## config.mk

```make
export PLATFORM = sky130hd
export DESIGN_NAME = da_host_core
export DESIGN_NICKNAME = d
export VERILOG_FILES = /design/src/verilog/da_pkg.sv /design/src/verilog/report_req_if.sv /design/src/verilog/da_host_core.sv /design/src/verilog/report_framer.sv /design/src/verilog/echo_buffer.sv /design/src/verilog/packet_parser.sv
export VERILOG_INCLUDE_DIRS = /design/src /design/src/include
export SDC_FILE = /design/constraint.sdc
export NUM_CORES = 1
export LEC_CHECK = 0
export BUFFER_PORTS_ARGS = -buffer_cell sky130_fd_sc_hd__clkbuf_2
export CAP_MARGIN = 30
export CORE_MARGIN = 1
export CORE_UTILIZATION = 35
export CTS_CLUSTER_DIAMETER = 60
export DETAILED_ROUTE_END_ITERATION = 12
export PLACE_DENSITY = 0.55
export SKIP_LAST_GASP = 1
export SYNTH_ARGS = -nofsm -noshare
export SYNTH_HDL_FRONTEND = slang
export SYNTH_SLANG_ARGS = --single-unit
```

## constraint.sdc

```tcl
create_clock -name clk_core -period 6.5 [get_ports clk_core]
set_input_delay 0.325 -clock clk_core [delete_from_list [all_inputs] [get_ports clk_core]]
set_output_delay 0.325 -clock clk_core [all_outputs]
set_load 0.01 [all_outputs]
```

## src/include/da_macros.svh

```systemverilog
// ################################################
// Data-acquisition host engine widths and constants
// ################################################

`ifndef DA_MACROS_SVH
`define DA_MACROS_SVH

// Host word stream width
`define HOST_W 16

// Length field of write packets and reports
`define LEN_W 24

// Checksum and running-sum width
`define CKSUM_W 32

// Echo buffer depth in host words
`define ECHO_DEPTH 16

// Slots that accept control strobes
`define NUM_SLOTS 4

// Slot field of reports not tied to a slot
`define GLOBAL_TARGET 8'hFF

`endif
```

## src/verilog/da_pkg.sv

```systemverilog
// ################################################
// Host engine package
// Command opcodes, report codes and FSM states
// ################################################

package da_pkg;

    // Command opcodes, low byte of the command word
    typedef enum logic [7:0] {
        STATUS_READ    = 8'h01,
        CMD_FIFO_WRITE = 8'h11,
        ECHO_SEND      = 8'h20
    } opcode_e;

    // Report codes sent in the second header word
    typedef enum logic [7:0] {
        STATUS_REPORT  = 8'h81,
        ECHO_REPORT    = 8'hA0,
        CHECKSUM_ERROR = 8'hF0
    } report_e;

    // Parser position inside a packet
    typedef enum logic [3:0] {
        P_TARGET,
        P_OPCODE,
        P_ECHO_COUNT,
        P_ECHO_DATA,
        P_LEN_HI,
        P_LEN_LO,
        P_WR_DATA,
        P_CK_HI,
        P_CK_LO
    } parser_state_e;

    // Framer position inside a report
    typedef enum logic [1:0] {
        F_IDLE,
        F_HEADER,
        F_PAYLOAD,
        F_FOOTER
    } framer_state_e;

endpackage

```

## src/verilog/report_req_if.sv

```systemverilog
// ################################################
// Report request from parser to framer
// ################################################

`timescale 1ns/100ps
`include "da_macros.svh"

interface report_req_if import da_pkg::*; ();

    // One-cycle request strobe and its fields
    logic                 start;
    report_e              kind;
    logic [7:0]           slot;
    logic [`LEN_W-1:0]    length;
    // Status value or received checksum
    logic [`CKSUM_W-1:0]  ck_rx;
    logic [`CKSUM_W-1:0]  ck_calc;
    // Report in progress, parser holds off
    logic                 busy;

    modport parser (
        output start, kind, slot, length, ck_rx, ck_calc,
        input  busy
    );

    modport framer (
        input  start, kind, slot, length, ck_rx, ck_calc,
        output busy
    );

endinterface

```

## src/verilog/da_host_core.sv

```systemverilog
// ################################################
// Host packet engine top level
// Parser, echo buffer and report framer
// ################################################

`timescale 1ns/100ps
`include "da_macros.svh"

module da_host_core (
    input  logic                          clk_core,
    input  logic                          reset,
    input  logic                          host_in_valid,
    input  logic [`HOST_W-1:0]            host_in_data,
    input  logic [7:0]                    status_in,
    output logic                          host_out_valid,
    output logic [`HOST_W-1:0]            host_out_data,
    output logic                          ctl_valid,
    output logic [$clog2(`NUM_SLOTS)-1:0] ctl_slot,
    output logic [7:0]                    ctl_data,
    output logic                          busy
);

    // Echo path between the stages
    logic               echo_push;
    logic [`HOST_W-1:0] echo_push_data;
    logic               echo_pop;
    logic [`HOST_W-1:0] echo_pop_data;
    logic               echo_empty;

    report_req_if req_bus ();

    packet_parser parser (
        .clk_core      (clk_core),
        .reset         (reset),
        .host_in_valid (host_in_valid),
        .host_in_data  (host_in_data),
        .status_in     (status_in),
        .ctl_valid     (ctl_valid),
        .ctl_slot      (ctl_slot),
        .ctl_data      (ctl_data),
        .echo_push     (echo_push),
        .echo_data     (echo_push_data),
        .req           (req_bus.parser)
    );

    echo_buffer #(.DEPTH(`ECHO_DEPTH)) echo_fifo (
        .clk_core  (clk_core),
        .reset     (reset),
        .push      (echo_push),
        .push_data (echo_push_data),
        .pop       (echo_pop),
        .pop_data  (echo_pop_data),
        .empty     (echo_empty)
    );

    report_framer framer (
        .clk_core       (clk_core),
        .reset          (reset),
        .req            (req_bus.framer),
        .echo_data      (echo_pop_data),
        .echo_empty     (echo_empty),
        .echo_pop       (echo_pop),
        .host_out_valid (host_out_valid),
        .host_out_data  (host_out_data)
    );

    // Host must hold off new packets while high
    assign busy = req_bus.busy;

endmodule

```

## src/verilog/report_framer.sv

```systemverilog
// ################################################
// Report framer, stage 2
// Sends header, payload and running-sum footer
// ################################################

`timescale 1ns/100ps
`include "da_macros.svh"

module report_framer import da_pkg::*; (
    input  logic               clk_core,
    input  logic               reset,
    report_req_if.framer       req,
    input  logic [`HOST_W-1:0] echo_data,
    input  logic               echo_empty,
    output logic               echo_pop,
    output logic               host_out_valid,
    output logic [`HOST_W-1:0] host_out_data
);

    framer_state_e        state;
    // Word index inside the current section
    logic [`LEN_W-1:0]    cnt;
    report_e              kind_q;
    logic [`LEN_W-1:0]    len_q;
    logic [`CKSUM_W-1:0]  ck_rx_q;
    logic [`CKSUM_W-1:0]  ck_calc_q;
    // Sum of header and payload words sent so far
    logic [`CKSUM_W-1:0]  sum;
    logic [`HOST_W-1:0]   word_next;

    // Word to send on the next cycle
    always_comb begin
        word_next = '0;
        echo_pop  = 1'b0;
        case (state)
            F_IDLE: word_next = `HOST_W'(req.slot);
            F_HEADER: begin
                case (cnt[1:0])
                    2'd1:    word_next = `HOST_W'(kind_q);
                    2'd2:    word_next = `HOST_W'(len_q[`LEN_W-1:`HOST_W]);
                    default: word_next = len_q[`HOST_W-1:0];
                endcase
            end
            F_PAYLOAD: begin
                case (kind_q)
                    ECHO_REPORT: begin
                        word_next = echo_data;
                        echo_pop  = !echo_empty;
                    end
                    // Received value first, then calculated
                    CHECKSUM_ERROR: begin
                        case (cnt[1:0])
                            2'd0:    word_next = ck_rx_q[31:16];
                            2'd1:    word_next = ck_rx_q[15:0];
                            2'd2:    word_next = ck_calc_q[31:16];
                            default: word_next = ck_calc_q[15:0];
                        endcase
                    end
                    default: word_next = ck_rx_q[15:0];
                endcase
            end
            // Footer high word first
            F_FOOTER: word_next = cnt[0] ? sum[15:0] : sum[31:16];
            default: word_next = '0;
        endcase
    end

    always_ff @(posedge clk_core) begin
        if (reset) begin
            state          <= F_IDLE;
            cnt            <= '0;
            req.busy       <= 1'b0;
            host_out_valid <= 1'b0;
        end else begin
            case (state)
                F_IDLE: begin
                    host_out_valid <= req.start;
                    req.busy       <= req.start;
                    if (req.start) begin
                        // Slot word goes out now
                        cnt   <= `LEN_W'(1);
                        state <= F_HEADER;
                    end
                end
                F_HEADER: begin
                    host_out_valid <= 1'b1;
                    if (cnt == `LEN_W'(3)) begin
                        cnt   <= '0;
                        state <= (len_q == '0) ? F_FOOTER : F_PAYLOAD;
                    end else begin
                        cnt <= cnt + 1'b1;
                    end
                end
                F_PAYLOAD: begin
                    host_out_valid <= 1'b1;
                    if (cnt == len_q - 1'b1) begin
                        cnt   <= '0;
                        state <= F_FOOTER;
                    end else begin
                        cnt <= cnt + 1'b1;
                    end
                end
                F_FOOTER: begin
                    host_out_valid <= 1'b1;
                    cnt            <= cnt + 1'b1;
                    // Busy drops with valid after the last word
                    if (cnt[0])
                        state <= F_IDLE;
                end
                default: state <= F_IDLE;
            endcase
        end
    end

    always_ff @(posedge clk_core) begin
        host_out_data <= word_next;
        if (state == F_IDLE && req.start) begin
            kind_q    <= req.kind;
            len_q     <= req.length;
            ck_rx_q   <= req.ck_rx;
            ck_calc_q <= req.ck_calc;
            sum       <= `CKSUM_W'(word_next);
        end else if (state == F_HEADER || state == F_PAYLOAD) begin
            sum <= sum + `CKSUM_W'(word_next);
        end
    end

endmodule

```

## src/verilog/echo_buffer.sv

```systemverilog
// ################################################
// Echo payload FIFO, first word falls through
// ################################################

`timescale 1ns/100ps
`include "da_macros.svh"

module echo_buffer #(
    parameter int DEPTH = 16
) (
    input  logic               clk_core,
    input  logic               reset,
    input  logic               push,
    input  logic [`HOST_W-1:0] push_data,
    input  logic               pop,
    output logic [`HOST_W-1:0] pop_data,
    output logic               empty
);

    localparam int AW = $clog2(DEPTH);

    logic [`HOST_W-1:0] mem [DEPTH];
    // Extra top bit tells a full wrap from empty
    logic [AW:0]        wr_ptr;
    logic [AW:0]        rd_ptr;

    always_ff @(posedge clk_core) begin
        if (reset) begin
            wr_ptr <= '0;
            rd_ptr <= '0;
        end else begin
            if (push)
                wr_ptr <= wr_ptr + 1'b1;
            if (pop && !empty)
                rd_ptr <= rd_ptr + 1'b1;
        end
    end

    always_ff @(posedge clk_core) begin
        if (push)
            mem[wr_ptr[AW-1:0]] <= push_data;
    end

    // Head word visible without a read cycle
    assign pop_data = mem[rd_ptr[AW-1:0]];
    assign empty    = (wr_ptr == rd_ptr);

endmodule

```

## src/verilog/packet_parser.sv

```systemverilog
// ################################################
// Host packet parser, stage 1
// Decodes commands, forwards control bytes, pushes
// echo data and requests reports from the framer
// ################################################

`timescale 1ns/100ps
`include "da_macros.svh"

module packet_parser import da_pkg::*; (
    input  logic                          clk_core,
    input  logic                          reset,
    input  logic                          host_in_valid,
    input  logic [`HOST_W-1:0]            host_in_data,
    input  logic [7:0]                    status_in,
    output logic                          ctl_valid,
    output logic [$clog2(`NUM_SLOTS)-1:0] ctl_slot,
    output logic [7:0]                    ctl_data,
    output logic                          echo_push,
    output logic [`HOST_W-1:0]            echo_data,
    report_req_if.parser                  req
);

    localparam int ECHO_W = $clog2(`ECHO_DEPTH) + 1;
    localparam int LEN_HI_W = `LEN_W - `HOST_W;

    parser_state_e          state;
    opcode_e                opcode;
    logic                   accept;
    // Words left in the echo or write data section
    logic [`LEN_W-1:0]      word_cnt;
    logic [7:0]             target;
    logic [ECHO_W-1:0]      echo_len;
    logic [LEN_HI_W-1:0]    len_hi;
    logic [`HOST_W-1:0]     ck_hi;
    // Sum of write data words
    logic [`CKSUM_W-1:0]    sum;

    // Words seen while a report goes out are dropped
    assign accept = host_in_valid && !req.busy;
    assign opcode = opcode_e'(host_in_data[7:0]);

    always_ff @(posedge clk_core) begin
        if (reset) begin
            state     <= P_TARGET;
            word_cnt  <= '0;
            req.start <= 1'b0;
            echo_push <= 1'b0;
            ctl_valid <= 1'b0;
        end else begin
            req.start <= 1'b0;
            echo_push <= 1'b0;
            ctl_valid <= 1'b0;
            if (accept) begin
                case (state)
                    P_TARGET: state <= P_OPCODE;
                    P_OPCODE: begin
                        case (opcode)
                            STATUS_READ: begin
                                req.start <= 1'b1;
                                state     <= P_TARGET;
                            end
                            ECHO_SEND:      state <= P_ECHO_COUNT;
                            CMD_FIFO_WRITE: state <= P_LEN_HI;
                            // Unknown opcode, wait for the next packet
                            default:        state <= P_TARGET;
                        endcase
                    end
                    P_ECHO_COUNT: begin
                        // Counts outside 1..depth are ignored
                        if (host_in_data != '0 && host_in_data <= `ECHO_DEPTH) begin
                            word_cnt <= `LEN_W'(host_in_data);
                            state    <= P_ECHO_DATA;
                        end else begin
                            state <= P_TARGET;
                        end
                    end
                    P_ECHO_DATA: begin
                        echo_push <= 1'b1;
                        word_cnt  <= word_cnt - 1'b1;
                        if (word_cnt == `LEN_W'(1)) begin
                            req.start <= 1'b1;
                            state     <= P_TARGET;
                        end
                    end
                    P_LEN_HI: state <= P_LEN_LO;
                    P_LEN_LO: begin
                        word_cnt <= {len_hi, host_in_data};
                        // Zero length goes straight to the checksum
                        if ({len_hi, host_in_data} == '0)
                            state <= P_CK_HI;
                        else
                            state <= P_WR_DATA;
                    end
                    P_WR_DATA: begin
                        ctl_valid <= (target < `NUM_SLOTS);
                        word_cnt  <= word_cnt - 1'b1;
                        if (word_cnt == `LEN_W'(1))
                            state <= P_CK_HI;
                    end
                    P_CK_HI: state <= P_CK_LO;
                    P_CK_LO: begin
                        // Report only on a mismatch
                        req.start <= ({ck_hi, host_in_data} != sum);
                        state     <= P_TARGET;
                    end
                    default: state <= P_TARGET;
                endcase
            end
        end
    end

    // Packet fields and request payload
    always_ff @(posedge clk_core) begin
        if (accept) begin
            case (state)
                P_TARGET: target <= host_in_data[7:0];
                P_OPCODE: begin
                    sum        <= '0;
                    req.kind   <= STATUS_REPORT;
                    req.slot   <= `GLOBAL_TARGET;
                    req.length <= `LEN_W'(1);
                    // Status byte rides in ck_rx as the payload
                    req.ck_rx  <= `CKSUM_W'(status_in);
                end
                P_ECHO_COUNT: echo_len <= host_in_data[ECHO_W-1:0];
                P_ECHO_DATA: begin
                    echo_data  <= host_in_data;
                    req.kind   <= ECHO_REPORT;
                    req.slot   <= target;
                    req.length <= `LEN_W'(echo_len);
                end
                P_LEN_HI: len_hi <= host_in_data[LEN_HI_W-1:0];
                P_WR_DATA: begin
                    ctl_slot <= target[$clog2(`NUM_SLOTS)-1:0];
                    // Control protocol carries the low byte only
                    ctl_data <= host_in_data[7:0];
                    sum      <= sum + `CKSUM_W'(host_in_data);
                end
                P_CK_HI: ck_hi <= host_in_data;
                P_CK_LO: begin
                    req.kind    <= CHECKSUM_ERROR;
                    req.slot    <= target;
                    req.length  <= `LEN_W'(4);
                    req.ck_rx   <= {ck_hi, host_in_data};
                    req.ck_calc <= sum;
                end
                default: ;
            endcase
        end
    end

endmodule

```

==> summary.txt <==
Run status
  – Run status: finished, final reports clean

Synthesis
  – Post-Syn Nets: 2046
  – Ys async rst share: 0%
  – Yosys warns: 0
  – Compound-Gate Fraction of Synth Area: 8.981%
  – Count leader, synth: edfxtp_1
  – Main area contributors after synthesis: edfxtp_1 58%, dfxtp_1 7.8%, mux4_2 5.3%, ha_1 2.4%, nor2_1 2.3%
  – Mapped Cells: 1966
  – Seq/Total Area, Yosys: 65.57%
  – Syn avg cell area: 13.72 µm²
  – Most common library cells after synthesis: 519 x edfxtp_1, 163 x nor2_1, 129 x nand2_1, 109 x o21ai_0, 105 x dfxtp_1
  – Adder-Cell Fraction of Synth Area: 2.514%
  – Yosys top cell by area: edfxtp_1
  – Top cell type's share of synthesized area: 57.78%
  – EDFF count, synth: 519
  – Post-synthesis xor/xnor area fraction: 2.890%
  – Synth Flop Type: edfxtp_1
  – Netlist cell types: 78
  – Mux contribution to synthesized area: 7.886%
  – Largest family of logic cells by synthesized area: simple AND/OR/NAND/NOR gates
  – Synth Cell Area: 26970 µm²
  – Synth Register Bits: 624
  – Synth Area in Simple Gates: 10.31%

Cells and area
  – # diodes: 0
  – Nets: 2133
  – Layout cells sized above 1: 16.08%
  – Fin util: 40.89%
  – Register Area: 17690 µm²
  – Fin cells: 3144
  – Area grow syn2layout: 15.32%
  – Number of fillers in the final layout: 7048
  – Cell area after layout: 31100 µm²
  – Multi-input combinational cell area: 8808 µm²

Timing
  – Max-slew headroom: 27.96%
  – Final setup margin: 1.290 ns
  – Setup TNS Final: 0 ns
  – Worst clock skew: 0.03487 ns
  – Final hold violation count: 0
  – Setup violations, final: 0
  – Final hold slack: 0.04226 ns
  – Min cycle time layout: 5.210 ns
  – Maximum clock frequency: 191.9 MHz
  – Unrepaired setup endpoints after global routing: no
  – Final period util: 80.15%
  – Slew Limit Fails: 0
  – Transition time of the tightest slew-check pin: 1.072 ns

Floorplan
  – Initial core utilization: 35.45%
  – Die area: 78180 µm²
  – Row cnt: 101
  – Die X: 279.6 µm
  – Die Y: 279.6 µm
  – I/O pins: 56
  – Core Area: 76080 µm²

Detailed routing
  – Starting DRC count in detailed routing: 1516
  – DRT Pass-1 Iters: 5
  – Final ANT Viol Nets: 0
  – DRC Markers: 0
  – Detailed Route WL: 70200 µm
  – Via density: 5.395
  – DR vias: 16960
  – Drt wl/cell: 22.33 µm

Setup path
  – CP Class: reg -> reg
  – Critical-path cell list: buf_4, ha_1, a222oi_1, nor2_1, a21oi_1, o21ai_0, nor3_1, a21oi_1, ha_1, a21o_1, a21oi_1, a2111oi_0, nor3_1, o31ai_1, nand4_1, xor2_1, nor2_1
  – Setup slack, reg-to-reg: 1.29 ns
  – Setup crit start kind: flip-flop
  – Worst path slowest cell: ha_1
  – R2R depth: 17
  – CP required: 6.98 ns
  – Crit-path max FO: 25
  – Worst path bufs/invs: 1
  – Crit. End Element: flip-flop
  – Crit path DAT: 5.69 ns
  – Critical Path Max Stage Delay: 0.78 ns
  – CP most frequent cell: a21oi_1
  – Worst path depth: 17
  – Crit-path leading delay family: compound AO/OA/AOI/OAI gates

Place
  – Final HPWL DP: 45560 µm
  – Port bufs: 55
  – Place WS: 1.266 ns
  – Final Wtd Congestion: 0.8455
  – Inst Count DP: 3000
  – Placed cell area: 28550 µm²

Power
  – Total Power: 9.526 mW
  – Leakage: 10.21 nW
  – PwrDens: 306.3 nW/µm²
  – Peak VDD IR: 0.2049 mV

Clocking
  – Clock root buffer: clkbuf_16
  – CTS Buf Count: 75
  – Worst-path clk slew: 0.06 ns
  – H-tree depth: 3
  – Skew-Pair Late Insertion Delay: 0.63 ns
  – Clock tree buffer depth: 3
  – CTS tree: built
  – CTS Sinks: 624

GRT
  – Largest net degree at the start of global routing: 69
  – Gr usage total: 18.03%
  – Initial antenna violation count: 2
  – Grt ovf: 0
  – First-pass GRT wire length: 105400 µm
  – Vias in the first global route: 16660

Flow run
  – Number of max-cap violations: 0

Min path
  – Hold depth: 2
  – Worst min path class: in -> reg
[worst reg2reg max path: stages, from the launching register on]
cell and delay (ns):
dfxtp_1 0.32, buf_4 0.33, ha_1 0.78, a222oi_1 0.19
nor2_1 0.21, a21oi_1 0.06, o21ai_0 0.50, nor3_1 0.19
a21oi_1 0.27, ha_1 0.26, a21o_1 0.13, a21oi_1 0.08
a2111oi_0 0.60, nor3_1 0.22, o31ai_1 0.52, nand4_1 0.18
xor2_1 0.16, nor2_1 0.05
[layout make-up]
class                   instances  share of cell area, %
flip-flops and latches        624                  56.88
multi-input cells            1216                  28.32
clock buffers                  99                  6.678
well taps                    1030                  4.143
repair buffers                103                  2.313
clock inverters                39                  1.263
inverters                      33                 0.4023
[registers in the layout, summed over array words and instances (netlist names), 16 cells and up, named ones only]
name,count
parser.echo_data,16
parser.ck_hi,16
framer.host_out_data,16
framer.ck_rx_q,32
framer.ck_calc_q,32
echo_fifo.mem,256
parser.req.ck_calc,32
parser.req.ck_rx,32
framer.sum,32
framer.cnt,24
parser.sum,32
parser.word_cnt,24
[logic make-up (layout without fill, tap and decap cells)]
kind of cell,after synthesis,after routing
AO/OA/AOI/OAI,382,382
XOR/XNOR,89,89
adder cells (fa/ha/maj),53,53
buffers and inverters,126,274
flip-flops,624,624
multiplexers,129,129
AND/OR/NAND/NOR,563,563
[metal layers]
layer | routed length (µm) | global-route usage [%] | vias up
li1 | - | - | 7724
met1 | 31540 | 25.65 | 8567
met2 | 31980 | 27.68 | 562
met3 | 4748 | 3.520 | 108
met4 | 1910 | 5.759 | 2
met5 | 11 | 0 | -
[worst paths after layout]
path	from	to
hold / removal	status_in[1]	parser.req.ck_rx[1]
setup / recovery	framer.cnt[0]	framer.sum[31]
hold reg to reg	parser.req.ck_calc[11]	framer.ck_calc_q[11]
setup reg to reg	framer.cnt[0]	framer.sum[31]
[cells in the final DEF, fill, tap and decap left out, drive strengths merged, types with 44 or more instances in the layout]
cell,count
ha,51
and2,53
buf,44
clkbuf,154
edfxtp,519
a21oi,95
xnor2,49
nand2,129
nor2,164
mux4,64
o21ai,130
dfxtp,105
[report_power, final]
part           total [mW]  switching (mW)  leakage, nW  internal (mW)
Combinational       0.903           0.560         3.47          0.343
Sequential           4.47          0.0622         5.54           4.41
Clock                4.15            1.71         1.21           2.44
Total                9.53            2.34         10.2           7.19
[what timing repair did]
| action | CTS | global route |
|---|---|---|
| hold buffers | 4 | 0 |
| resized for setup | 0 | 0 |
| hold endpoints to repair | 4 | 0 |
| buffers inserted | 0 | 0 |
(Power assumes the default switching activity.)
